$ cat config.mk
export PLATFORM = sky130hd
export DESIGN_NAME = tracking_output_assembly
export DESIGN_NICKNAME = d
export VERILOG_FILES = /design/src/trk_pkg.sv /design/src/blob_if.sv /design/src/blob_fetcher.sv /design/src/packet_writer.sv /design/src/packet_buffer.sv /design/src/tracking_output_assembly.sv
export SDC_FILE = /design/constraint.sdc
export NUM_CORES = 1
export LEC_CHECK = 0
export ABC_AREA = 1
export BUFFER_PORTS_ARGS = -buffer_cell sky130_fd_sc_hd__buf_2
export CAP_MARGIN = 30
export CORE_MARGIN = 2
export CORE_UTILIZATION = 40
export CTS_CLUSTER_SIZE = 8
export DETAILED_ROUTE_END_ITERATION = 10
export SYNTH_ARGS = -nofsm -noshare
export SYNTH_HDL_FRONTEND = slang
export SYNTH_SLANG_ARGS = --single-unit
$ cat constraint.sdc
create_clock -name clk -period 8.2 [get_ports clk]
set_input_delay 2.46 -clock clk [delete_from_list [all_inputs] [get_ports clk]]
set_output_delay 2.46 -clock clk [all_outputs]
set_load 0.02 [all_outputs]
$ cat src/trk_pkg.sv
package trk_pkg;

	typedef logic [7:0]  byte_t;        // one packet byte
	typedef logic [5:0]  buf_addr_t;    // packet buffer address
	typedef logic [17:0] mem_addr_t;    // main memory word address
	typedef logic [31:0] mem_word_t;    // main memory word
	typedef logic [4:0]  slot_t;        // blob pointer slot
	typedef logic [4:0]  blob_count_t;  // number of valid blobs
	typedef logic [2:0]  colour_idx_t;  // position in the mode's colour list

	// colour code is the low byte of blob word one minus one
	typedef enum logic [2:0] {
		RED    = 3'd0,
		ORANGE = 3'd1,
		YELLOW = 3'd2,
		GREEN  = 3'd3,
		BLUE   = 3'd4,
		PURPLE = 3'd5
	} colour_t;

	// value doubles as the protocol version byte
	typedef enum logic [1:0] {
		MODE_1 = 2'd1,  // red, green, blue
		MODE_2 = 2'd2   // all six colours
	} track_mode_t;

	localparam byte_t START_MARKER    = 8'd176;
	localparam byte_t LINE_FEED       = 8'd10;
	localparam byte_t CARRIAGE_RETURN = 8'd13;

	localparam mem_addr_t NULL_POINTER = '1;  // empty pointer slot

	// packet layout
	localparam buf_addr_t FIELD_BASE  = 6'd2;   // first byte after the header
	localparam buf_addr_t CLEAR_BYTES = 6'd52;  // largest packet size

endpackage

$ cat src/blob_if.sv
`timescale 1ns/10ps

interface blob_if;
	import trk_pkg::*;

	logic        valid;
	logic        ready;
	colour_idx_t colour_idx;
	logic [1:0]  rank;      // 1 or 2
	byte_t       x;
	byte_t       y;
	byte_t       size_hi;
	byte_t       size_lo;
	track_mode_t mode;      // latched at the start of a run
	logic        active;    // high for the whole run

	modport fetch (
		output valid, colour_idx, rank, x, y, size_hi, size_lo, mode, active,
		input  ready
	);

	modport store (
		input  valid, colour_idx, rank, x, y, size_hi, size_lo, mode, active,
		output ready
	);

endinterface

$ cat src/blob_fetcher.sv
`timescale 1ns/10ps

module blob_fetcher #(
	parameter int POINTER_SLOTS = 20
) (
	input  logic                 clk,
	input  logic                 rst,
	input  logic                 pause,
	input  logic                 enable,
	input  logic                 mode_sel,
	input  trk_pkg::mem_addr_t   blob_pointer,
	input  trk_pkg::blob_count_t number_of_valid_blobs,
	input  trk_pkg::mem_word_t   data_read,
	output trk_pkg::slot_t       blob_pointer_addr,
	output trk_pkg::mem_addr_t   address,
	output logic [5:0]           tracking_display,
	output logic [6:0]           number_of_bytes_to_transmit,
	output logic                 done,
	blob_if.fetch                b
);
	import trk_pkg::*;

	typedef enum logic [2:0] {
		F_WAIT_SETUP,
		F_READ_PTR,
		F_READ_WORD1,
		F_READ_WORD2,
		F_OFFER,
		F_NEXT_SLOT,
		F_DONE
	} fetch_state_t;

	fetch_state_t state;
	slot_t        slot_q;
	blob_count_t  stored_count;
	byte_t        colour_code;
	colour_t      colour;
	logic         colour_known;   // code names one of the six colours
	colour_idx_t  list_idx;
	logic         in_list;
	logic         keep;           // current blob goes into the packet

	// colour decode straight off word one
	always_comb begin
		colour_code  = data_read[7:0] - 8'd1;
		colour       = colour_t'(colour_code[2:0]);
		colour_known = (colour_code < 8'd6);
		list_idx     = colour_code[2:0];
		in_list      = colour_known;
		if (b.mode == MODE_1) begin
			case (colour)
				RED:     list_idx = 3'd0;
				GREEN:   list_idx = 3'd1;
				BLUE:    list_idx = 3'd2;
				default: in_list = 1'b0;  // shown but not stored
			endcase
		end
	end

	assign blob_pointer_addr = state == F_DONE ? slot_t'(0) : slot_q;

	always_ff @(posedge clk) begin
		if (rst) begin
			state                       <= F_WAIT_SETUP;
			slot_q                      <= '0;
			address                     <= '0;
			tracking_display            <= '0;
			number_of_bytes_to_transmit <= '0;
			done                        <= 1'b0;
			stored_count                <= '0;
			keep                        <= 1'b0;
			b.valid                     <= 1'b0;
			b.active                    <= 1'b0;
			b.mode                      <= MODE_1;
		end else if (!pause) begin
			if (!enable) begin
				state            <= F_WAIT_SETUP;
				slot_q           <= '0;
				address          <= '0;
				tracking_display <= '0;
				done             <= 1'b0;
				stored_count     <= '0;
				b.valid          <= 1'b0;
				b.active         <= 1'b0;
			end else begin
				case (state)
					F_WAIT_SETUP: begin
						if (!b.active) begin  // enable has just risen
							b.active                    <= 1'b1;
							b.mode                      <= mode_sel ? MODE_2 : MODE_1;
							number_of_bytes_to_transmit <= mode_sel ? 7'd52 : 7'd28;  // 4 + 8n
						end else if (b.ready) begin
							state <= F_READ_PTR;  // writer has the header down
						end
					end
					F_READ_PTR: begin
						if (stored_count >= number_of_valid_blobs)
							state <= F_DONE;
						else if (blob_pointer == NULL_POINTER)
							state <= F_NEXT_SLOT;
						else if (slot_q >= slot_t'(12))  // rank 3 ends the run
							state <= F_DONE;
						else begin
							address <= blob_pointer;
							state   <= F_READ_WORD1;
						end
					end
					F_READ_WORD1: begin
						if (colour_known)
							tracking_display[colour_code[2:0]] <= 1'b1;
						keep    <= in_list;
						address <= address + mem_addr_t'(1);
						state   <= F_READ_WORD2;
					end
					F_READ_WORD2: begin
						address <= '0;
						if (keep) begin
							b.valid <= 1'b1;
							state   <= F_OFFER;
						end else begin
							state <= F_NEXT_SLOT;
						end
					end
					F_OFFER: begin
						if (b.ready) begin  // transfer this cycle
							b.valid      <= 1'b0;
							stored_count <= stored_count + blob_count_t'(1);
							state        <= F_NEXT_SLOT;
						end
					end
					F_NEXT_SLOT: begin
						if (slot_q == slot_t'(POINTER_SLOTS - 1)) begin
							state <= F_DONE;
						end else begin
							slot_q <= slot_q + slot_t'(1);
							state  <= F_READ_PTR;
						end
					end
					F_DONE: begin
						address <= '0;
						if (b.ready)
							done <= 1'b1;  // last field writes are finished
					end
					default: state <= F_WAIT_SETUP;
				endcase
			end
		end
	end

	// blob payload, reloaded per slot
	always_ff @(posedge clk) begin
		if (!pause) begin
			if (state == F_READ_PTR)
				b.rank <= (slot_q < slot_t'(6)) ? 2'd1 : 2'd2;
			if (state == F_READ_WORD1)
				b.colour_idx <= list_idx;
			if (state == F_READ_WORD2) begin
				b.x       <= data_read[31:24];
				b.y       <= data_read[23:16];
				b.size_hi <= data_read[15:8];
				b.size_lo <= data_read[7:0];
			end
		end
	end

endmodule

$ cat src/packet_writer.sv
`timescale 1ns/10ps

module packet_writer (
	input  logic               clk,
	input  logic               rst,
	input  logic               pause,
	blob_if.store              b,
	output logic               wr_en,
	output trk_pkg::buf_addr_t wr_addr,
	output trk_pkg::byte_t     wr_data
);
	import trk_pkg::*;

	typedef enum logic [2:0] {
		W_IDLE,
		W_CLEAR,
		W_HEADER,
		W_READY,
		W_FIELDS
	} write_state_t;

	write_state_t state;
	buf_addr_t    cnt;           // clear address or field step
	logic         write_phase;

	// latched blob
	colour_idx_t idx_q;
	logic [1:0]  rank_q;
	byte_t       x_q;
	byte_t       y_q;
	byte_t       hi_q;
	byte_t       lo_q;

	buf_addr_t n_cols;
	buf_addr_t slot_pos;         // r * n + k
	buf_addr_t xy_addr;
	buf_addr_t size_addr;
	buf_addr_t trailer_addr;

	assign n_cols       = (b.mode == MODE_1) ? buf_addr_t'(3) : buf_addr_t'(6);
	assign slot_pos     = ((rank_q == 2'd2) ? n_cols : buf_addr_t'(0)) + buf_addr_t'(idx_q);
	assign xy_addr      = FIELD_BASE + (slot_pos << 1);
	assign size_addr    = FIELD_BASE + (n_cols << 2) + (slot_pos << 1);
	assign trailer_addr = FIELD_BASE + (n_cols << 3);

	assign b.ready = (state == W_READY);

	always_ff @(posedge clk) begin
		if (rst) begin
			state <= W_IDLE;
			cnt   <= '0;
		end else if (!pause) begin
			if (!b.active) begin
				state <= W_IDLE;
				cnt   <= '0;
			end else begin
				case (state)
					W_IDLE: begin
						cnt   <= '0;
						state <= W_CLEAR;
					end
					W_CLEAR: begin
						if (cnt == CLEAR_BYTES - 6'd1) begin
							cnt   <= '0;
							state <= W_HEADER;
						end else begin
							cnt <= cnt + 6'd1;
						end
					end
					W_HEADER, W_FIELDS: begin
						if (cnt == 6'd3) begin
							cnt   <= '0;
							state <= W_READY;
						end else begin
							cnt <= cnt + 6'd1;
						end
					end
					W_READY: begin
						if (b.valid) begin
							cnt   <= '0;
							state <= W_FIELDS;
						end
					end
					default: state <= W_IDLE;
				endcase
			end
		end
	end

	always_ff @(posedge clk) begin
		if (!pause && state == W_READY && b.valid) begin
			idx_q  <= b.colour_idx;
			rank_q <= b.rank;
			x_q    <= b.x;
			y_q    <= b.y;
			hi_q   <= b.size_hi;
			lo_q   <= b.size_lo;
		end
	end

	// address and data in the same cycle
	always_comb begin
		write_phase = 1'b0;
		wr_addr     = cnt;
		wr_data     = '0;
		case (state)
			W_CLEAR: write_phase = 1'b1;
			W_HEADER: begin
				write_phase = 1'b1;
				case (cnt[1:0])
					2'd0: begin
						wr_addr = 6'd0;
						wr_data = START_MARKER;
					end
					2'd1: begin
						wr_addr = 6'd1;
						wr_data = byte_t'(b.mode);  // protocol version
					end
					2'd2: begin
						wr_addr = trailer_addr;
						wr_data = LINE_FEED;
					end
					default: begin
						wr_addr = trailer_addr + 6'd1;
						wr_data = CARRIAGE_RETURN;
					end
				endcase
			end
			W_FIELDS: begin
				write_phase = 1'b1;
				case (cnt[1:0])
					2'd0: begin
						wr_addr = xy_addr;
						wr_data = x_q;
					end
					2'd1: begin
						wr_addr = xy_addr + 6'd1;
						wr_data = y_q;
					end
					2'd2: begin
						wr_addr = size_addr;
						wr_data = hi_q;
					end
					default: begin
						wr_addr = size_addr + 6'd1;
						wr_data = lo_q;
					end
				endcase
			end
			default: write_phase = 1'b0;
		endcase
	end

	assign wr_en = write_phase & ~pause;  // buffer frozen during pause

endmodule

$ cat src/packet_buffer.sv
`timescale 1ns/10ps

module packet_buffer #(
	parameter int BUF_DEPTH = 64
) (
	input  logic               clk,
	input  logic               wr_en,
	input  trk_pkg::buf_addr_t wr_addr,
	input  trk_pkg::byte_t     wr_data,
	input  trk_pkg::buf_addr_t read_addr,
	output trk_pkg::byte_t     read_data
);
	import trk_pkg::*;

	byte_t mem [BUF_DEPTH];

	always_ff @(posedge clk) begin
		if (wr_en)
			mem[wr_addr] <= wr_data;
	end

	// transmit side, one cycle latency
	always_ff @(posedge clk) begin
		read_data <= mem[read_addr];
	end

endmodule

$ cat src/tracking_output_assembly.sv
`timescale 1ns/10ps

module tracking_output_assembly #(
	parameter int POINTER_SLOTS = 20,
	parameter int BUF_DEPTH     = 64
) (
	input  logic                 clk,
	input  logic                 rst,
	input  logic                 pause,
	input  logic                 enable,
	input  trk_pkg::byte_t       slide_switches,
	input  trk_pkg::mem_addr_t   blob_pointer,
	input  trk_pkg::blob_count_t number_of_valid_blobs,
	input  trk_pkg::mem_word_t   data_read,
	input  trk_pkg::buf_addr_t   read_addr,
	output trk_pkg::slot_t       blob_pointer_addr,
	output trk_pkg::mem_addr_t   address,
	output trk_pkg::byte_t       read_data,
	output logic [6:0]           number_of_bytes_to_transmit,
	output logic [5:0]           tracking_display,
	output logic                 done
);
	import trk_pkg::*;

	logic      wr_en;
	buf_addr_t wr_addr;
	byte_t     wr_data;

	blob_if blob_bus ();

	blob_fetcher #(
		.POINTER_SLOTS(POINTER_SLOTS)
	) u_fetcher (
		.clk                        (clk),
		.rst                        (rst),
		.pause                      (pause),
		.enable                     (enable),
		.mode_sel                   (slide_switches[1]),  // 01 mode 1, 10 and 11 mode 2
		.blob_pointer               (blob_pointer),
		.number_of_valid_blobs      (number_of_valid_blobs),
		.data_read                  (data_read),
		.blob_pointer_addr          (blob_pointer_addr),
		.address                    (address),
		.tracking_display           (tracking_display),
		.number_of_bytes_to_transmit(number_of_bytes_to_transmit),
		.done                       (done),
		.b                          (blob_bus)
	);

	packet_writer u_writer (
		.clk    (clk),
		.rst    (rst),
		.pause  (pause),
		.b      (blob_bus),
		.wr_en  (wr_en),
		.wr_addr(wr_addr),
		.wr_data(wr_data)
	);

	packet_buffer #(
		.BUF_DEPTH(BUF_DEPTH)
	) u_buffer (
		.clk      (clk),
		.wr_en    (wr_en),
		.wr_addr  (wr_addr),
		.wr_data  (wr_data),
		.read_addr(read_addr),
		.read_data(read_data)
	);

endmodule

# Yosys cells after proc, flatten, opt, wreduce, memory -nomap -nowiden
# Memories as Yosys holds them, arrays and structs flattened. A register that Yosys moved wholly into a read port is not among the register bits.
# Cells that the tools add are included.
[op_classes]
add_sub_neg = 13
multipliers = 0
n_div = 0
n_lt_le_gt_ge = 6
eq_ne = 42
shifts = 0
mux = 64
bitwise = 4
reduce_logical = 27
[ops]
columns = ["operator", "n"]
rows = [
  ["18-bit 2-to-1 mux", 4],
  ["18-bit case mux with 3 select lines", 1],
  ["6-bit 2-to-1 mux", 8],
  ["8-bit case mux with 3 select lines", 2],
  ["3-bit 2-to-1 mux", 14],
  ["5-bit 2-to-1 mux", 8],
  ["6-bit case mux with 3 select lines", 2],
  ["6-bit by 1-bit adder with 6-bit output, second input constant", 4],
  ["6-bit case mux with 4 select lines", 1],
  ["3-bit case mux with 7 select lines", 1],
  ["18-bit by 1-bit adder with 18-bit output, second input constant", 1],
  ["2-bit by 6-bit adder with 6-bit output, first input constant", 3],
  ["18-bit == test, second input constant", 1],
  ["3-bit AND reduction", 6],
  ["8-bit case mux with 2 select lines", 1],
  ["3-bit by 2-bit == test with 1-bit output, second input constant", 5],
  ["3-bit == test, second input constant", 5],
  ["1-bit 2-to-1 mux", 15],
  ["3-bit by 2-bit inequality test with 1-bit output, second input constant", 5],
  ["3-bit inequality test, second input constant", 5],
  ["2-bit by 1-bit inequality test with 1-bit output, second input constant", 7],
  ["3-bit case mux with 4 select lines", 1],
  ["6-bit case mux with 2 select lines", 1],
  ["4-bit AND reduction", 3],
  ["other kinds (35)", 52],
]
[totals]
reg_bits = 133
latch_bits = 0
ram_bits = 512
rom_bits = 0
input_bits = 73
out_inout_bits = 45
word_cells = 182
memories = 1
[memory_table]
columns = ["memory", "words", "width", "read_ports", "rd_clocked_by_memory_dff", "write_ports", "line", "source"]
rows = [
  ["u_buffer.mem", 64, 8, 1, 1, 1, "packet_buffer.sv:15", "byte_t mem [BUF_DEPTH];"],
]

# Depth between registers and ports, before layout
[logic_depth]
ltp_word = 9
mapped_depth = 21
mapped_depth_nobuf = 21

# Modules after synthesis
# From an unflattened synthesis, not the netlist that was laid out.
[unflattened]
hier_cells = 2637
area_unflattened_um2 = 27966.8
[modules_own_cells]
columns = ["mod", "instances", "cells_each", "area_each_um2", "seq_area_each_um2"]
rows = [
  ["packet_buffer", 1, 1822, 21291.7, 15534.9],
  ["blob_fetcher", 1, 529, 4162.7, 2011.9],
  ["packet_writer", 1, 286, 2512.4, 1291.2],
]

# Least setup slack after synthesis
# No wires, ideal clock.
[synth_path]
path_kind = "input port to flip-flop"
start = "in pause"
end = "reg u_writer.hi_q[0] (enable)"
setup_time_ps = 477
arrival_ps = 5245
t_required_ps = 7723
slack_ps = 2478
path_stages = 2
path_buffers = 1
cell_sequence = "buf_2 nor3_1"
[synth_between]
elab_chain_cells = 3
[synth_lines]
columns = ["element", "line", "source"]
rows = [
  ["from (decl)", "tracking_output_assembly.sv:9", "input logic pause,"],
  ["1-bit zero test", "n/a", ""],
  ["1-bit logical AND (2 in a row)", "packet_writer.sv:91", "if (!pause && state == W_READY && b.valid) begin"],
  ["to (signal assigned)", "packet_writer.sv:96", "hi_q <= b.size_hi;"],
  ["to (decl)", "packet_writer.sv:31", "byte_t hi_q;"],
]
# No other way between the ends.
# A chain may end at the register's enable or synchronous reset.

==> summary.txt <==
GRT
  – Vias in the first global route: 18695
  – First-pass GRT wire length: 103.9 mm
  – Gr usage total: 18.80%
  – Total gr overflow: 0
  – Largest net degree at the start of global routing: 98
  – Initial antenna violation count: 0

Placed design
  – PortBufs: 107
  – Placed cell area: 28800 um^2
  – Routability cong.: 0.8687
  – Final HPWL DP: 38.61 mm

Worst hold path
  – Hold Path Stages: 0
  – Hold path start: u_fetcher.b.y[1]$_DFFE_PP_
  – Class of the worst hold path: flip-flop to flip-flop
  – Hold endpoint: u_writer.y_q[1]$_DFFE_PP_

Worst setup path
  – CP peak stage delay: 0.88 ns
  – WP data arrival: 5.30 ns
  – Cells along the critical path: buf_6, inv_6, buf_4, o21ai_0, o22ai_1, nand2_1, nand2_1, nand2_1, nand3_1, nand3_1, nand2_1
  – Slowest-stage cell, CP: buf_4
  – Top delay family on crit path: buffers and inverters
  – Worst path most repeated cell: nand2_1
  – CP max FO: 97
  – Worst R2R Setup Slack: 3.67 ns
  – R2r worst-path depth: 16
  – Startpoint class of the critical path: primary input
  – Buf+Inv Stages, Crit Path: 3
  – Required @ worst endpoint: 8.75 ns
  – R2R Path Start: u_fetcher.b.mode[0]$_SDFFE_PP1P_
  – RR Endpoint: u_buffer.mem[14][4]$_DFFE_PP_
  – Crit path capture type: flip-flop
  – Crit Path Class: primary input to flip-flop

STA
  – Fmax: 210.1 MHz
  – Unrepaired setup endpoints after global routing: false
  – Worst Tran Pin Value: 0.9809 ns
  – Setup Skew: 0.03405 ns
  – Slew Limit Fails: 0
  – Fin crit period: 4.759 ns
  – TNS Setup: 0 ns
  – Hold Vio Cnt, Final: 0
  – Final period utilization: 58.03%
  – Relative slew slack: 34.61%
  – Final setup viols: 0

Floorplan
  – Num rows: 96
  – Die area: 70830 um^2
  – Initial Util: 40.22%
  – Die extent in y: 266.1 um
  – Core Region: 68350 um^2
  – Die X: 266.1 um
  – IO Count: 118

Final layout
  – Final instance area: 31360 um^2
  – Ratio of cells with drive above 1 in the final layout: 10.98%
  – Commonest non-fill, non-tap cell in the layout: edfxtp_1
  – ANT cells: 0
  – Commonest non-fill, non-tap cells in the layout: 586 x edfxtp_1, 478 x nand2_1, 406 x nor2_1
  – Fill cells: 6171
  – NumNets Final: 2682
  – Area Growth Syn to Fin: 14.10%

Clock tree
  – Maximum buffer depth of the clock tree: 3
  – CTS sink cnt: 648
  – CTS tree: done
  – H-tree Lvls: 3
  – Setup Buffers After CTS: 0
  – TritonCTS Buffers: 91
  – Post_cts resized: 0
  – Clock root cell: clkbuf_16
  – Cts-stage hold buffer count: 0
  – Clock insertion delay at the later pin of the skew report: 0.63 ns
  – Reg clk slew, reported paths: 0.05 ns

Logic synthesis
  – Flops & latches, synth: 648
  – Post-synthesis sequential area ratio: 68.53%
  – Post-synth cell types: 57
  – Main synth FF type: edfxtp_1
  – Syn Inst Count: 2494
  – Mapped cell area: 27490 um^2
  – Synth warnings: 0
  – Mean Syn Cell Area: 11.02 um^2
  – Top cells by area, synth: edfxtp_1 64%, nand2_1 6.5%, nor2_1 5.6%
  – EDFF count, synth: 586
  – Largest area contributor in the synthesized netlist: edfxtp_1
  – FFs w/ async S/R, synth: 0%
  – Top cell type's share of synthesized area: 64.02%

Drt
  – Via Count: 18843
  – DRC viols: 0
  – Post-DRT Antenna Nets: 0
  – Initial DRC count: 1772
  – Drt first pass iters: 5
  – DR WL/cell: 19.07 um
  – Via density: 5.361
  – Final WL: 67.02 mm

Outcome
  – Outcome: completed

Pwr
  – Power density cells: 238.9 nW/um^2
  – Worst IR drop on VDD: 0.0001428 V
  – P_leak: 11.27 nW

Run
  – Max Cap Viol: 0
## worst max path at each step
stage,endpoint,slack [ns],startpoint,depth (start not counted)
2_1_floorplan,u_writer.hi_q[0]$_DFFE_PP_,2.48,pause,2
3_3_place_gp,u_buffer.read_data[1]$_DFF_P_,2.92,read_addr[0],11
3_5_place_dp,u_buffer.read_data[3]$_DFF_P_,2.87,read_addr[0],11
4_1_cts,u_buffer.read_data[3]$_DFF_P_,3.49,read_addr[0],11
5_1_grt,u_buffer.read_data[3]$_DFF_P_,3.12,read_addr[0],11
6_report,u_buffer.read_data[1]$_DFF_P_,3.44,read_addr[0],11
## cell type report
class	instances	area (um^2)	area share, %
Clock buffer	138	2496	7.959
Inverter	109	414.1	1.321
Sequential cell	648	18840	60.07
Timing Repair Buffer	128	709.4	2.262
Tap cell	882	1104	3.519
Clock inverter	3	66.31	0.2114
Multi-Input combinational cell	1607	7735	24.66
## registers in the layout, summed over array words and instances, names as in the netlist, 3 cells and up
register / count
u_buffer.mem: 512
u_fetcher.address: 18
u_buffer.read_data: 8
u_fetcher.b.size_hi: 8
u_fetcher.b.size_lo: 8
u_fetcher.b.x: 8
u_fetcher.b.y: 8
u_writer.hi_q: 8
u_writer.lo_q: 8
u_writer.x_q: 8
u_writer.y_q: 8
u_fetcher.tracking_display: 6
u_writer.cnt: 6
u_fetcher.slot_q: 5
u_fetcher.stored_count: 5
u_fetcher.b.colour_idx: 3
u_fetcher.state: 3
u_writer.idx_q: 3
u_writer.state: 3
## metrics by stage
stage | setup slack [ns] | hold WS (ns) | total power, mW | util [%] | std cells
floorplan | 2.478 | 0.4003 | 4.011 | - | 2496
global placement | 2.917 | 0.4043 | 4.153 | 42.12 | 3373
detailed placement | 2.866 | 0.4045 | 4.166 | 42.14 | 3374
CTS | 3.490 | 0.4128 | 7.558 | 45.89 | 3515
global route | 3.116 | 0.4154 | 7.738 | 45.89 | 3515
finish | 3.441 | 0.4116 | 7.494 | 45.89 | 3515
## cells in the mapped netlist, types with 3 or more instances
library cell / instances
a21oi_1: 60
or2_2: 3
inv_2: 13
nand3_1: 109
dfxtp_1: 62
edfxtp_1: 586
buf_1: 15
a21oi_2: 9
o2111ai_1: 3
nand4_1: 14
o22ai_1: 128
buf_4: 13
a31oi_1: 3
nand2_2: 6
o21ai_0: 277
buf_2: 41
and2_1: 3
inv_1: 94
clkbuf_1: 60
nand3_2: 7
o21ai_1: 17
a221oi_1: 4
nand4_4: 3
nor3_1: 12
nand2_1: 478
ha_1: 22
nor2_1: 407
## report_power, final
group	internal [mW]	total (mW)	switching, mW
logic	0.124	0.463	0.339
registers	3.63	3.64	0.0129
clock network	2.07	3.39	1.32
## metal layers
metal / routed length, um / GRT usage [%] / up-vias
met5: 0 / 0 / -
met4: 1638 / 5.709 / 0
met3: 5032 / 3.983 / 118
met2: 32190 / 31.61 / 684
met1: 28160 / 24.45 / 9063
li1: - / - / 8978
## kinds of logic (layout without fill, tap and decap cells)
| kind of cell | Yosys count | in the layout | synth area share (%) |
|---|---|---|---|
| other | 1 | 3 | 0.01364 |
| flip-flops | 648 | 648 | 68.53 |
| AND/OR/NAND/NOR | 1060 | 1060 | 15.99 |
| buffers and inverters | 241 | 378 | 3.751 |
| XOR/XNOR | 4 | 4 | 0.1275 |
| adder cells (fa/ha/maj) | 24 | 24 | 1.147 |
| AO/OA/AOI/OAI | 516 | 516 | 10.44 |
Note: power is estimated with default switching activity, not from simulation.
